--- src/source/idStage_config.svh ---
`ifndef IDSTAGE_CONFIG_SVH
`define IDSTAGE_CONFIG_SVH

// Datapath and register file sizes
`define WORD_WIDTH      32
`define REG_ADDR_WIDTH  5
`define NUM_REGS        32

// Width of the ALU operation code handed to EX
`define ALU_OP_WIDTH    4

// Link register written by call
`define CALL_LINK_REG   15

`endif

--- src/source/idStagePkg.sv ---
`include "idStage_config.svh"

package idStagePkg;

    typedef logic [`WORD_WIDTH-1:0]     word_t;
    typedef logic [`REG_ADDR_WIDTH-1:0] regAddr_t;
    typedef logic [`ALU_OP_WIDTH-1:0]   aluOp_t;
    typedef logic [1:0]                 memSize_t;
    typedef logic [1:0]                 fwdSel_t;

    localparam memSize_t SIZE_BYTE = 2'd0;
    localparam memSize_t SIZE_HALF = 2'd1;
    localparam memSize_t SIZE_WORD = 2'd2;

    localparam fwdSel_t FWD_RF  = 2'd0;  // Register file when no stage matches
    localparam fwdSel_t FWD_EX  = 2'd1;
    localparam fwdSel_t FWD_MEM = 2'd2;
    localparam fwdSel_t FWD_WB  = 2'd3;

    // Sixteen control bits, msb first
    typedef struct packed {
        logic     jmpl;
        logic     memWrite;
        aluOp_t   aluOp;
        logic     signExtend;
        logic     load;
        logic     rfEnable;
        memSize_t size;
        logic     modifyCC;
        logic     call;
        logic     branch;
        logic     annul;
        logic     memEnable;
    } ctrl_t;

    // Result of one later stage as seen from ID
    typedef struct packed {
        logic     rfEnable;
        regAddr_t dest;
        word_t    value;
    } stageFwd_t;

    typedef struct packed {
        ctrl_t    ctrl;
        word_t    operandA;
        word_t    operandB;
        word_t    storeData;
        regAddr_t dest;
    } idEx_t;

endpackage

--- src/source/controlDecoder.sv ---
`timescale 1ns/1ps

module controlDecoder import idStagePkg::*;
(
    input  word_t instr,
    output ctrl_t ctrl
);

    logic [1:0] op;
    logic [5:0] op3;

    assign op  = instr[31:30];
    assign op3 = instr[24:19];

    always_comb
    begin
        ctrl = '0;
        case (op)
            2'd1:
            begin
                ctrl.rfEnable = 1'b1;  // Return address goes to r15
                ctrl.call     = 1'b1;
            end
            2'd0:
            begin
                if (instr == '0)
                begin
                    ctrl = '0;  // Nop
                end
                else if (instr[24:22] == 3'd4)
                begin
                    ctrl.aluOp    = 4'd14;  // SETHI passes operand B
                    ctrl.rfEnable = 1'b1;
                end
                else
                begin
                    ctrl.branch = 1'b1;
                    ctrl.annul  = instr[29];
                end
            end
            2'd2:
            begin
                ctrl.rfEnable = 1'b1;
                if (op3 == 6'd56)
                begin
                    ctrl.jmpl = 1'b1;  // Target address from the ALU
                end
                else
                begin
                    ctrl.modifyCC = instr[23];  // The cc variants
                    case (op3[3:0])
                        4'd0:    ctrl.aluOp = 4'd0;   // Add
                        4'd8:    ctrl.aluOp = 4'd1;   // Add with carry
                        4'd4:    ctrl.aluOp = 4'd2;   // Sub
                        4'd12:   ctrl.aluOp = 4'd3;   // Sub with carry
                        4'd1:    ctrl.aluOp = 4'd4;   // And
                        4'd2:    ctrl.aluOp = 4'd5;   // Or
                        4'd3:    ctrl.aluOp = 4'd6;   // Xor
                        4'd5:    ctrl.aluOp = op3[5] ? 4'd10 : 4'd8;  // Sll or andn
                        4'd6:    ctrl.aluOp = op3[5] ? 4'd11 : 4'd9;  // Srl or orn
                        4'd7:    ctrl.aluOp = op3[5] ? 4'd12 : 4'd7;  // Sra or xnor
                        default: ctrl.aluOp = 4'd0;
                    endcase
                end
            end
            default:
            begin
                ctrl.memEnable = 1'b1;
                case (op3)
                    6'd9:
                    begin
                        ctrl.load       = 1'b1;  // ldsb
                        ctrl.rfEnable   = 1'b1;
                        ctrl.signExtend = 1'b1;
                        ctrl.size       = SIZE_BYTE;
                    end
                    6'd10:
                    begin
                        ctrl.load       = 1'b1;  // ldsh
                        ctrl.rfEnable   = 1'b1;
                        ctrl.signExtend = 1'b1;
                        ctrl.size       = SIZE_HALF;
                    end
                    6'd0:
                    begin
                        ctrl.load     = 1'b1;  // ld
                        ctrl.rfEnable = 1'b1;
                        ctrl.size     = SIZE_WORD;
                    end
                    6'd1:
                    begin
                        ctrl.load     = 1'b1;  // ldub
                        ctrl.rfEnable = 1'b1;
                        ctrl.size     = SIZE_BYTE;
                    end
                    6'd2:
                    begin
                        ctrl.load     = 1'b1;  // lduh
                        ctrl.rfEnable = 1'b1;
                        ctrl.size     = SIZE_HALF;
                    end
                    6'd5:
                    begin
                        ctrl.memWrite = 1'b1;  // stb
                        ctrl.size     = SIZE_BYTE;
                    end
                    6'd6:
                    begin
                        ctrl.memWrite = 1'b1;  // sth
                        ctrl.size     = SIZE_HALF;
                    end
                    6'd4:
                    begin
                        ctrl.memWrite = 1'b1;  // st
                        ctrl.size     = SIZE_WORD;
                    end
                    default:
                    begin
                        ctrl.memEnable = 1'b1;  // Unknown access type
                    end
                endcase
            end
        endcase
    end

endmodule

--- src/source/registerFile.sv ---
`timescale 1ns/1ps
`include "idStage_config.svh"

module registerFile import idStagePkg::*;
(
    input  logic     Clk,
    input  logic     wrEnable,
    input  regAddr_t wrAddr,
    input  word_t    wrData,
    input  regAddr_t rdAddrA,
    input  regAddr_t rdAddrB,
    input  regAddr_t rdAddrC,
    output word_t    rdDataA,
    output word_t    rdDataB,
    output word_t    rdDataC
);

    word_t regs [`NUM_REGS];

    // Entry 0 is never written
    always_ff @(posedge Clk)
    begin
        if (wrEnable && (wrAddr != '0))
        begin
            regs[wrAddr] <= wrData;
        end
    end

    // r0 is wired to zero on every port
    assign rdDataA = (rdAddrA == '0) ? '0 : regs[rdAddrA];
    assign rdDataB = (rdAddrB == '0) ? '0 : regs[rdAddrB];
    assign rdDataC = (rdAddrC == '0) ? '0 : regs[rdAddrC];

endmodule

--- src/source/hazardUnit.sv ---
`timescale 1ns/1ps

module hazardUnit import idStagePkg::*;
(
    input  regAddr_t  rs1,
    input  regAddr_t  rs2,
    input  regAddr_t  rdStore,
    input  logic      useRs2,
    input  stageFwd_t exStage,
    input  stageFwd_t memStage,
    input  stageFwd_t wbStage,
    input  logic      exLoad,
    output fwdSel_t   selA,
    output fwdSel_t   selB,
    output fwdSel_t   selStore,
    output logic      stall
);

    // Youngest matching stage wins
    function automatic fwdSel_t pickStage(
        input regAddr_t  src,
        input logic      srcUsed,
        input stageFwd_t ex,
        input stageFwd_t mem,
        input stageFwd_t wb
    );
        fwdSel_t sel;
        sel = FWD_RF;
        if (srcUsed && (src != '0))
        begin
            if (ex.rfEnable && (ex.dest == src))
                sel = FWD_EX;
            else if (mem.rfEnable && (mem.dest == src))
                sel = FWD_MEM;
            else if (wb.rfEnable && (wb.dest == src))
                sel = FWD_WB;
        end
        return sel;
    endfunction

    assign selA     = pickStage(rs1, 1'b1, exStage, memStage, wbStage);
    assign selB     = pickStage(rs2, useRs2, exStage, memStage, wbStage);
    assign selStore = pickStage(rdStore, 1'b1, exStage, memStage, wbStage);

    // Load result not ready until MEM
    assign stall = exLoad && (exStage.dest != '0) &&
                   ((exStage.dest == rs1) || (useRs2 && (exStage.dest == rs2)));

endmodule

--- src/source/operandSelect.sv ---
`timescale 1ns/1ps

module operandSelect import idStagePkg::*;
(
    input  fwdSel_t     selA,
    input  fwdSel_t     selB,
    input  fwdSel_t     selStore,
    input  word_t       rfA,
    input  word_t       rfB,
    input  word_t       rfStore,
    input  stageFwd_t   exStage,
    input  stageFwd_t   memStage,
    input  stageFwd_t   wbStage,
    input  logic [1:0]  immMode,
    input  logic [21:0] imm22,
    output word_t       operandA,
    output word_t       operandB,
    output word_t       storeData
);

    localparam int SIMM_PAD = $bits(word_t) - 13;

    word_t regB;

    function automatic word_t fwdMux(
        input fwdSel_t sel,
        input word_t   rfValue,
        input word_t   exValue,
        input word_t   memValue,
        input word_t   wbValue
    );
        case (sel)
            FWD_EX:  return exValue;
            FWD_MEM: return memValue;
            FWD_WB:  return wbValue;
            default: return rfValue;
        endcase
    endfunction

    assign operandA  = fwdMux(selA, rfA, exStage.value, memStage.value, wbStage.value);
    assign regB      = fwdMux(selB, rfB, exStage.value, memStage.value, wbStage.value);
    assign storeData = fwdMux(selStore, rfStore, exStage.value, memStage.value, wbStage.value);

    always_comb
    begin
        case (immMode)
            2'd1:    operandB = {{SIMM_PAD{imm22[12]}}, imm22[12:0]};  // simm13
            2'd2:    operandB = {imm22, 10'b0};  // SETHI constant
            default: operandB = regB;
        endcase
    end

endmodule

--- src/source/idStage.sv ---
`timescale 1ns/1ps
`include "idStage_config.svh"

module idStage import idStagePkg::*;
(
    input  logic      Clk,
    input  logic      rstN,
    input  word_t     instr,
    input  stageFwd_t exStage,
    input  stageFwd_t memStage,
    input  stageFwd_t wbStage,
    input  logic      exLoad,
    output idEx_t     idEx,
    output logic      stall
);

    regAddr_t    rs1;
    regAddr_t    rs2;
    regAddr_t    rd;
    regAddr_t    dest;
    logic [21:0] imm22;
    logic [1:0]  immMode;
    logic        useRs2;
    ctrl_t       ctrl;
    word_t       rfA;
    word_t       rfB;
    word_t       rfStore;
    fwdSel_t     selA;
    fwdSel_t     selB;
    fwdSel_t     selStore;
    word_t       operandA;
    word_t       operandB;
    word_t       storeData;

    assign rs1   = instr[18:14];
    assign rs2   = instr[4:0];
    assign rd    = instr[29:25];  // Also the store source
    assign imm22 = instr[21:0];

    always_comb
    begin
        if (ctrl.aluOp == 4'd14)
            immMode = 2'd2;
        else if (instr[31] && instr[13])
            immMode = 2'd1;  // i bit on format 3
        else
            immMode = 2'd0;
    end

    assign useRs2 = (immMode == 2'd0);
    assign dest   = ctrl.call ? regAddr_t'(`CALL_LINK_REG) : rd;

    controlDecoder u_controlDecoder (.instr(instr), .ctrl(ctrl));

    registerFile u_registerFile (
        .Clk(Clk), .wrEnable(wbStage.rfEnable), .wrAddr(wbStage.dest), .wrData(wbStage.value),
        .rdAddrA(rs1), .rdAddrB(rs2), .rdAddrC(rd),
        .rdDataA(rfA), .rdDataB(rfB), .rdDataC(rfStore)
    );

    hazardUnit u_hazardUnit (
        .rs1(rs1), .rs2(rs2), .rdStore(rd), .useRs2(useRs2),
        .exStage(exStage), .memStage(memStage), .wbStage(wbStage), .exLoad(exLoad),
        .selA(selA), .selB(selB), .selStore(selStore), .stall(stall)
    );

    operandSelect u_operandSelect (
        .selA(selA), .selB(selB), .selStore(selStore),
        .rfA(rfA), .rfB(rfB), .rfStore(rfStore),
        .exStage(exStage), .memStage(memStage), .wbStage(wbStage),
        .immMode(immMode), .imm22(imm22),
        .operandA(operandA), .operandB(operandB), .storeData(storeData)
    );

    always_ff @(posedge Clk)
    begin
        if (!rstN)
        begin
            idEx <= '0;
        end
        else
        begin
            idEx.ctrl      <= stall ? '0 : ctrl;  // Bubble while held
            idEx.operandA  <= operandA;
            idEx.operandB  <= operandB;
            idEx.storeData <= storeData;
            idEx.dest      <= dest;
        end
    end

endmodule

--- config.mk ---
export PLATFORM = sky130hd
export DESIGN_NAME = idStage
export DESIGN_NICKNAME = d
export VERILOG_FILES = /design/src/source/idStagePkg.sv /design/src/source/controlDecoder.sv /design/src/source/registerFile.sv /design/src/source/hazardUnit.sv /design/src/source/operandSelect.sv /design/src/source/idStage.sv
export VERILOG_INCLUDE_DIRS = /design/src /design/src/source
export SDC_FILE = /design/constraint.sdc
export NUM_CORES = 2
export LEC_CHECK = 0
export CAP_MARGIN = 20
export CORE_MARGIN = 2
export CORE_UTILIZATION = 45
export DETAILED_ROUTE_END_ITERATION = 16
export DONT_BUFFER_PORTS = 1
export MAX_ROUTING_LAYER = met4
export PLACE_DENSITY_LB_ADDON = 0.3
export SETUP_SLACK_MARGIN = 0.2
export SYNTH_ARGS = -nofsm -noshare
export SYNTH_HDL_FRONTEND = slang
export SYNTH_SLANG_ARGS = --single-unit
--- constraint.sdc ---
create_clock -name Clk -period 7.71 [get_ports Clk]
set_clock_uncertainty 0.1 [all_clocks]
set_input_delay 0 -clock Clk [delete_from_list [all_inputs] [get_ports Clk]]
set_output_delay 0 -clock Clk [all_outputs]
set_load 0.02 [all_outputs]
==> reports/summary.md <==
For this block, the routed nets add up to 242,000 um of wire. For this design the top-level I/O count stands at 267. The type of origin of the critical path is an input port.

Across the VDD grid, the largest voltage drop is 0.203 mV. The HPWL after detailed placement is 122,000 um, and the layout-stage area growth over the synthesis result is 15.7%. The final reports fail on max-slew violations. The total number of nets in the final design is 3,600. Of the total power, registers draw 47.5%. The die covers 139,000 sq um. By count the netlist is led by sky130_fd_sc_hd__edfxtp_1 (1,024), sky130_fd_sc_hd__mux4_2 (936), sky130_fd_sc_hd__clkbuf_1 (143).

The run gives 34 as the number of antenna violations at the first check in global routing. Ranked by total cell area, the synthesized netlist is headed by sky130_fd_sc_hd__edfxtp_1 (50%), sky130_fd_sc_hd__mux4_2 (34%), sky130_fd_sc_hd__dfxtp_1 (3.8%). Setup repair after global routing left no endpoint under its margin. The origin of the critical flop-to-flop path is u_registerFile.regs[27][3]$_DFFE_PP_. The tools report the fill cell instance count of the final layout as 10,400. The startpoint of the worst hold path was exStage[20]. The first TritonRoute pass finished after 10 iterations. Of the post-synthesis cell area, the dominant cell type holds 50.2%.

The clock passes through at most 3 buffers. Filler-free cell count of the finished design: 5,390. The share of total power dissipated in the clock network is 41.6%.

After detailed routing, the number of vias per cell comes to 7.72. The count of endpoints failing hold in the final timing report is 0. In this run the critical register-to-register path is captured at idEx[72]$_SDFF_PN0_.

The first global-routing pass estimated 331,000 um of wire. Of the total power, the share spent switching nets is 23.9%. Global routing used 35.5% of the available tracks.

The number of register bits inferred by synthesis was 1,141; the via count of the routed design was 41,600. The arrival time of the worst setup path is 4.84 ns. TritonCTS built the clock tree.

Once the clock tree was built, the resizer swapped 0 gates to a different size. After clock tree synthesis, the setup repair step added 0 buffers. Clock-pin slew was measured on the worst setup and hold paths at 0.06 ns.

Counting buffers and inverters, the worst setup path is 11 cells deep. Maximum number of pins on one net before global-route repair: 268. The largest single stage delay on the critical path is 1.05 ns. The biggest area consumer among synthesized cells was sky130_fd_sc_hd__edfxtp_1. The worst setup path is of the in -> reg kind.

The initial cell density of the core came out at 45.3%. The share of total power dissipated in combinational logic is 10.9%. The core area was 135,000 sq um; the number of synthesized flops with an enable pin was 1,024. Counting stages on the worst path, the most repeated cell is sky130_fd_sc_hd__dlygate4sd3_1. The tools report the root buffer cell as sky130_fd_sc_hd__clkbuf_16.

The max-capacitance violation count is 0, and the top achievable clock speed is 0.236 GHz. The worst setup path is captured at a register. The tools report the worst-case hold path end point as idEx[57]$_SDFF_PN0_. Of the available clock period, the critical path in the final layout requires 54.9%. The tools report the max-slew violation count as 59. Counting both buffers and inverters, the worst setup path holds a total of 6. The run gives 135 as the number of cell rows.

Quantity of I/O buffers inserted on ports: 0. Subtracting the final worst setup slack from the clock period gives 4.23 ns. In this run, placement finished with an instance count of 4,792. The run finished, with violations left. For flop-to-flop paths, the worst setup slack is 4.51 ns. The analysis attributes to cell leakage a power of 22.4 nW.

The number of cells on the worst reg-to-reg path was 6. The die is 373 um tall. The tools report the portion of the post-synthesis area used by sequential elements as 54.0%. For this design, the sink count on the clock tree is 1,141. The number of cells on the worst hold path is 4. The count of nets left with antenna violations once routing finished came out at 0. For this run, asynchronously set or reset flops after synthesis account for 0%. The total standard cell area after synthesis was 61,200 sq um. The average wire per standard cell came out at 44.9 um. The number of global-route vias before repair was 41,200; the number of different library cells in the post-synthesis netlist was 74. For the pin with the worst max-slew slack, the measured transition is 1.63 ns. Cell internal power was estimated by the tool at 0.0114 W. For this design the total switching power over the nets is 0.00356 W.

Class of the tightest hold or removal check: in -> reg. Routability-driven placement finished with a final weighted congestion of 0.933. For the worst slew slack as a fraction of its limit, the log shows -8.50%. The gate family responsible for the most delay along the worst path is buffers and inverters. Power spread over the standard cell area amounts to 211 nW/um^2. The H-tree was split into 3 levels. The fraction of layout instances using a drive strength above 1 was 36.6%; the post-synthesis area per instance was 18.9 sq um.

The largest individual stage delay along the critical path comes from the cell sky130_fd_sc_hd__nor3_4. The signal on the critical path passes through dlygate4sd3_1, buf_16, or4_1, nor2_4, buf_4, nor3_4, buf_4, a2bb2oi_1, dlygate4sd3_1, o22ai_1, dlygate4sd3_1. After detailed routing, the number of remaining DRC violations is 0. The tools report the global route total overflow as 0. The clock latency of the later-clocked register in the worst-skew pair is 0.76 ns. For this run, the number of Yosys warnings is 0.

The synthesized netlist cell count came out at 3,240. The top flip-flop cell by instance count after synthesis was sky130_fd_sc_hd__edfxtp_1. Setup violations remaining at the end of the flow were counted as 0. The run gives 8.32 ns as the critical path data required time.

Setup total negative slack on the finished layout was measured at 0 ns. The die is 373 um wide. The DRC violation total after the first TritonRoute iteration was 7,731; the largest fanout on the critical path was 50. Most repeated cell in the gate-level netlist after synthesis: sky130_fd_sc_hd__edfxtp_1.

Clock tree synthesis inserted a total of 119 buffers.
## metrics by stage
stage / cell area, sq um / power (W) / hold slack (ns) / util [%] / setup slack, ns
global route: 70800 / 0.0152 / 0.0289 / 52.4 / 3.58
finish: 70900 / 0.0149 / 0.0382 / 52.4 / 3.48
CTS: 70500 / 0.0148 / 0.00121 / 52.1 / 3.61
floorplan: 61400 / 0.00824 / -0.00113 / - / 4.31
global placement: 62800 / 0.00834 / 0.000479 / 46.5 / 4.03
detailed placement: 62900 / 0.00836 / 0.000697 / 46.5 / 3.80
## layer usage
| layer | GRT usage (%) | routed length (um) |
|---|---|---|
| met5 | - | 0 |
| met4 | 15.5 | 12500 |
| met3 | 17.4 | 43900 |
| met2 | 48.0 | 103000 |
| met1 | 45.1 | 82300 |
## how the worst max path moves through the flow
| stage | start | endpoint | slack, ns |
|---|---|---|---|
| 2_1_floorplan | wbStage[37] | u_registerFile.regs[12][0]$_DFFE_PP_ | 4.31 |
| 3_3_place_gp | instr[1] | idEx[57]$_SDFF_PN0_ | 4.03 |
| 3_5_place_dp | instr[1] | idEx[57]$_SDFF_PN0_ | 3.80 |
| 4_1_cts | instr[1] | idEx[55]$_SDFF_PN0_ | 3.61 |
| 5_1_grt | instr[29] | idEx[33]$_SDFF_PN0_ | 3.58 |
| 6_report | instr[29] | idEx[33]$_SDFF_PN0_ | 3.48 |
## sequential cells by signal (all words and copies together), names as in the netlist
name,count
idEx,117
u_registerFile.regs,1024
## worst reg2reg max path: cells and delay by family, from the launching register on
family	cells	cell delay (ns)
buffers and inverters	2	1.18
muxes	3	1.14
DFF	1	0.42
AOI/OAI and AO/OA	1	0.17
## logic make-up after synthesis
group | count (synthesis) | share of synthesized area [%]
buffers and inverters | 327 | 2.47
AOI/OAI and AO/OA | 323 | 3.84
and+or+nand+nor | 358 | 2.81
xor gates and xnor gates | 48 | 0.686
other | 1 | 0.00612
adders and majority gates | 5 | 0.0981
DFF | 1141 | 54.0
muxes | 1037 | 36.1
## power by group through the flow
stage,registers (W),logic (W),clock network (W)
global placement,0.00720,0.00114,0
finish,0.00708,0.00162,0.00621
global route,0.00709,0.00164,0.00645
floorplan,0.00714,0.00110,0
detailed placement,0.00721,0.00115,0
CTS,0.00708,0.00154,0.00620
## cells in the final DEF (no fill, tap or decap), types with 13 or more instances in the layout
cell,count
sky130_fd_sc_hd__dfxtp_1,117
sky130_fd_sc_hd__clkbuf_1,22
sky130_fd_sc_hd__o21ai_0,20
sky130_fd_sc_hd__clkinv_2,24
sky130_fd_sc_hd__xor2_1,31
sky130_fd_sc_hd__inv_1,13
sky130_fd_sc_hd__diode_2,57
sky130_fd_sc_hd__clkbuf_16,128
sky130_fd_sc_hd__dlygate4sd3_1,270
sky130_fd_sc_hd__a22o_1,32
sky130_fd_sc_hd__nor2_4,27
sky130_fd_sc_hd__nor3_1,26
sky130_fd_sc_hd__nand2_1,89
sky130_fd_sc_hd__a22oi_1,19
sky130_fd_sc_hd__a2bb2oi_1,17
sky130_fd_sc_hd__o221ai_1,20
sky130_fd_sc_hd__o32ai_1,18
sky130_fd_sc_hd__mux4_2,936
sky130_fd_sc_hd__clkbuf_8,23
sky130_fd_sc_hd__mux2i_1,100
sky130_fd_sc_hd__a21oi_1,44
sky130_fd_sc_hd__conb_1,32
sky130_fd_sc_hd__edfxtp_1,1024
sky130_fd_sc_hd__nand3_1,35
sky130_fd_sc_hd__buf_12,30
sky130_fd_sc_hd__buf_4,51
sky130_fd_sc_hd__o22ai_1,70
sky130_fd_sc_hd__xnor2_1,17
sky130_fd_sc_hd__a221oi_1,16
sky130_fd_sc_hd__nor2_1,89
## timing repair
item                                    CTS  global route
setup endpoints to repair                 0             0
endpoints found under the hold margin  1453             5
hold buffers                            304             2
## cell type report
cell class              instances  area [sq um]  share of cell area [%]
clock inverters                54           603                   0.851
well taps                    1781          2230                    3.14
inverters                      16          65.1                  0.0918
clock buffers                 172          3580                    5.05
diodes                         57           143                   0.201
flip-flops and latches       1141         33100                    46.7
repair buffers                366          4060                    5.72
multi-input cells            1803         27100                    38.2
Power figures use the tool's default switching activity.
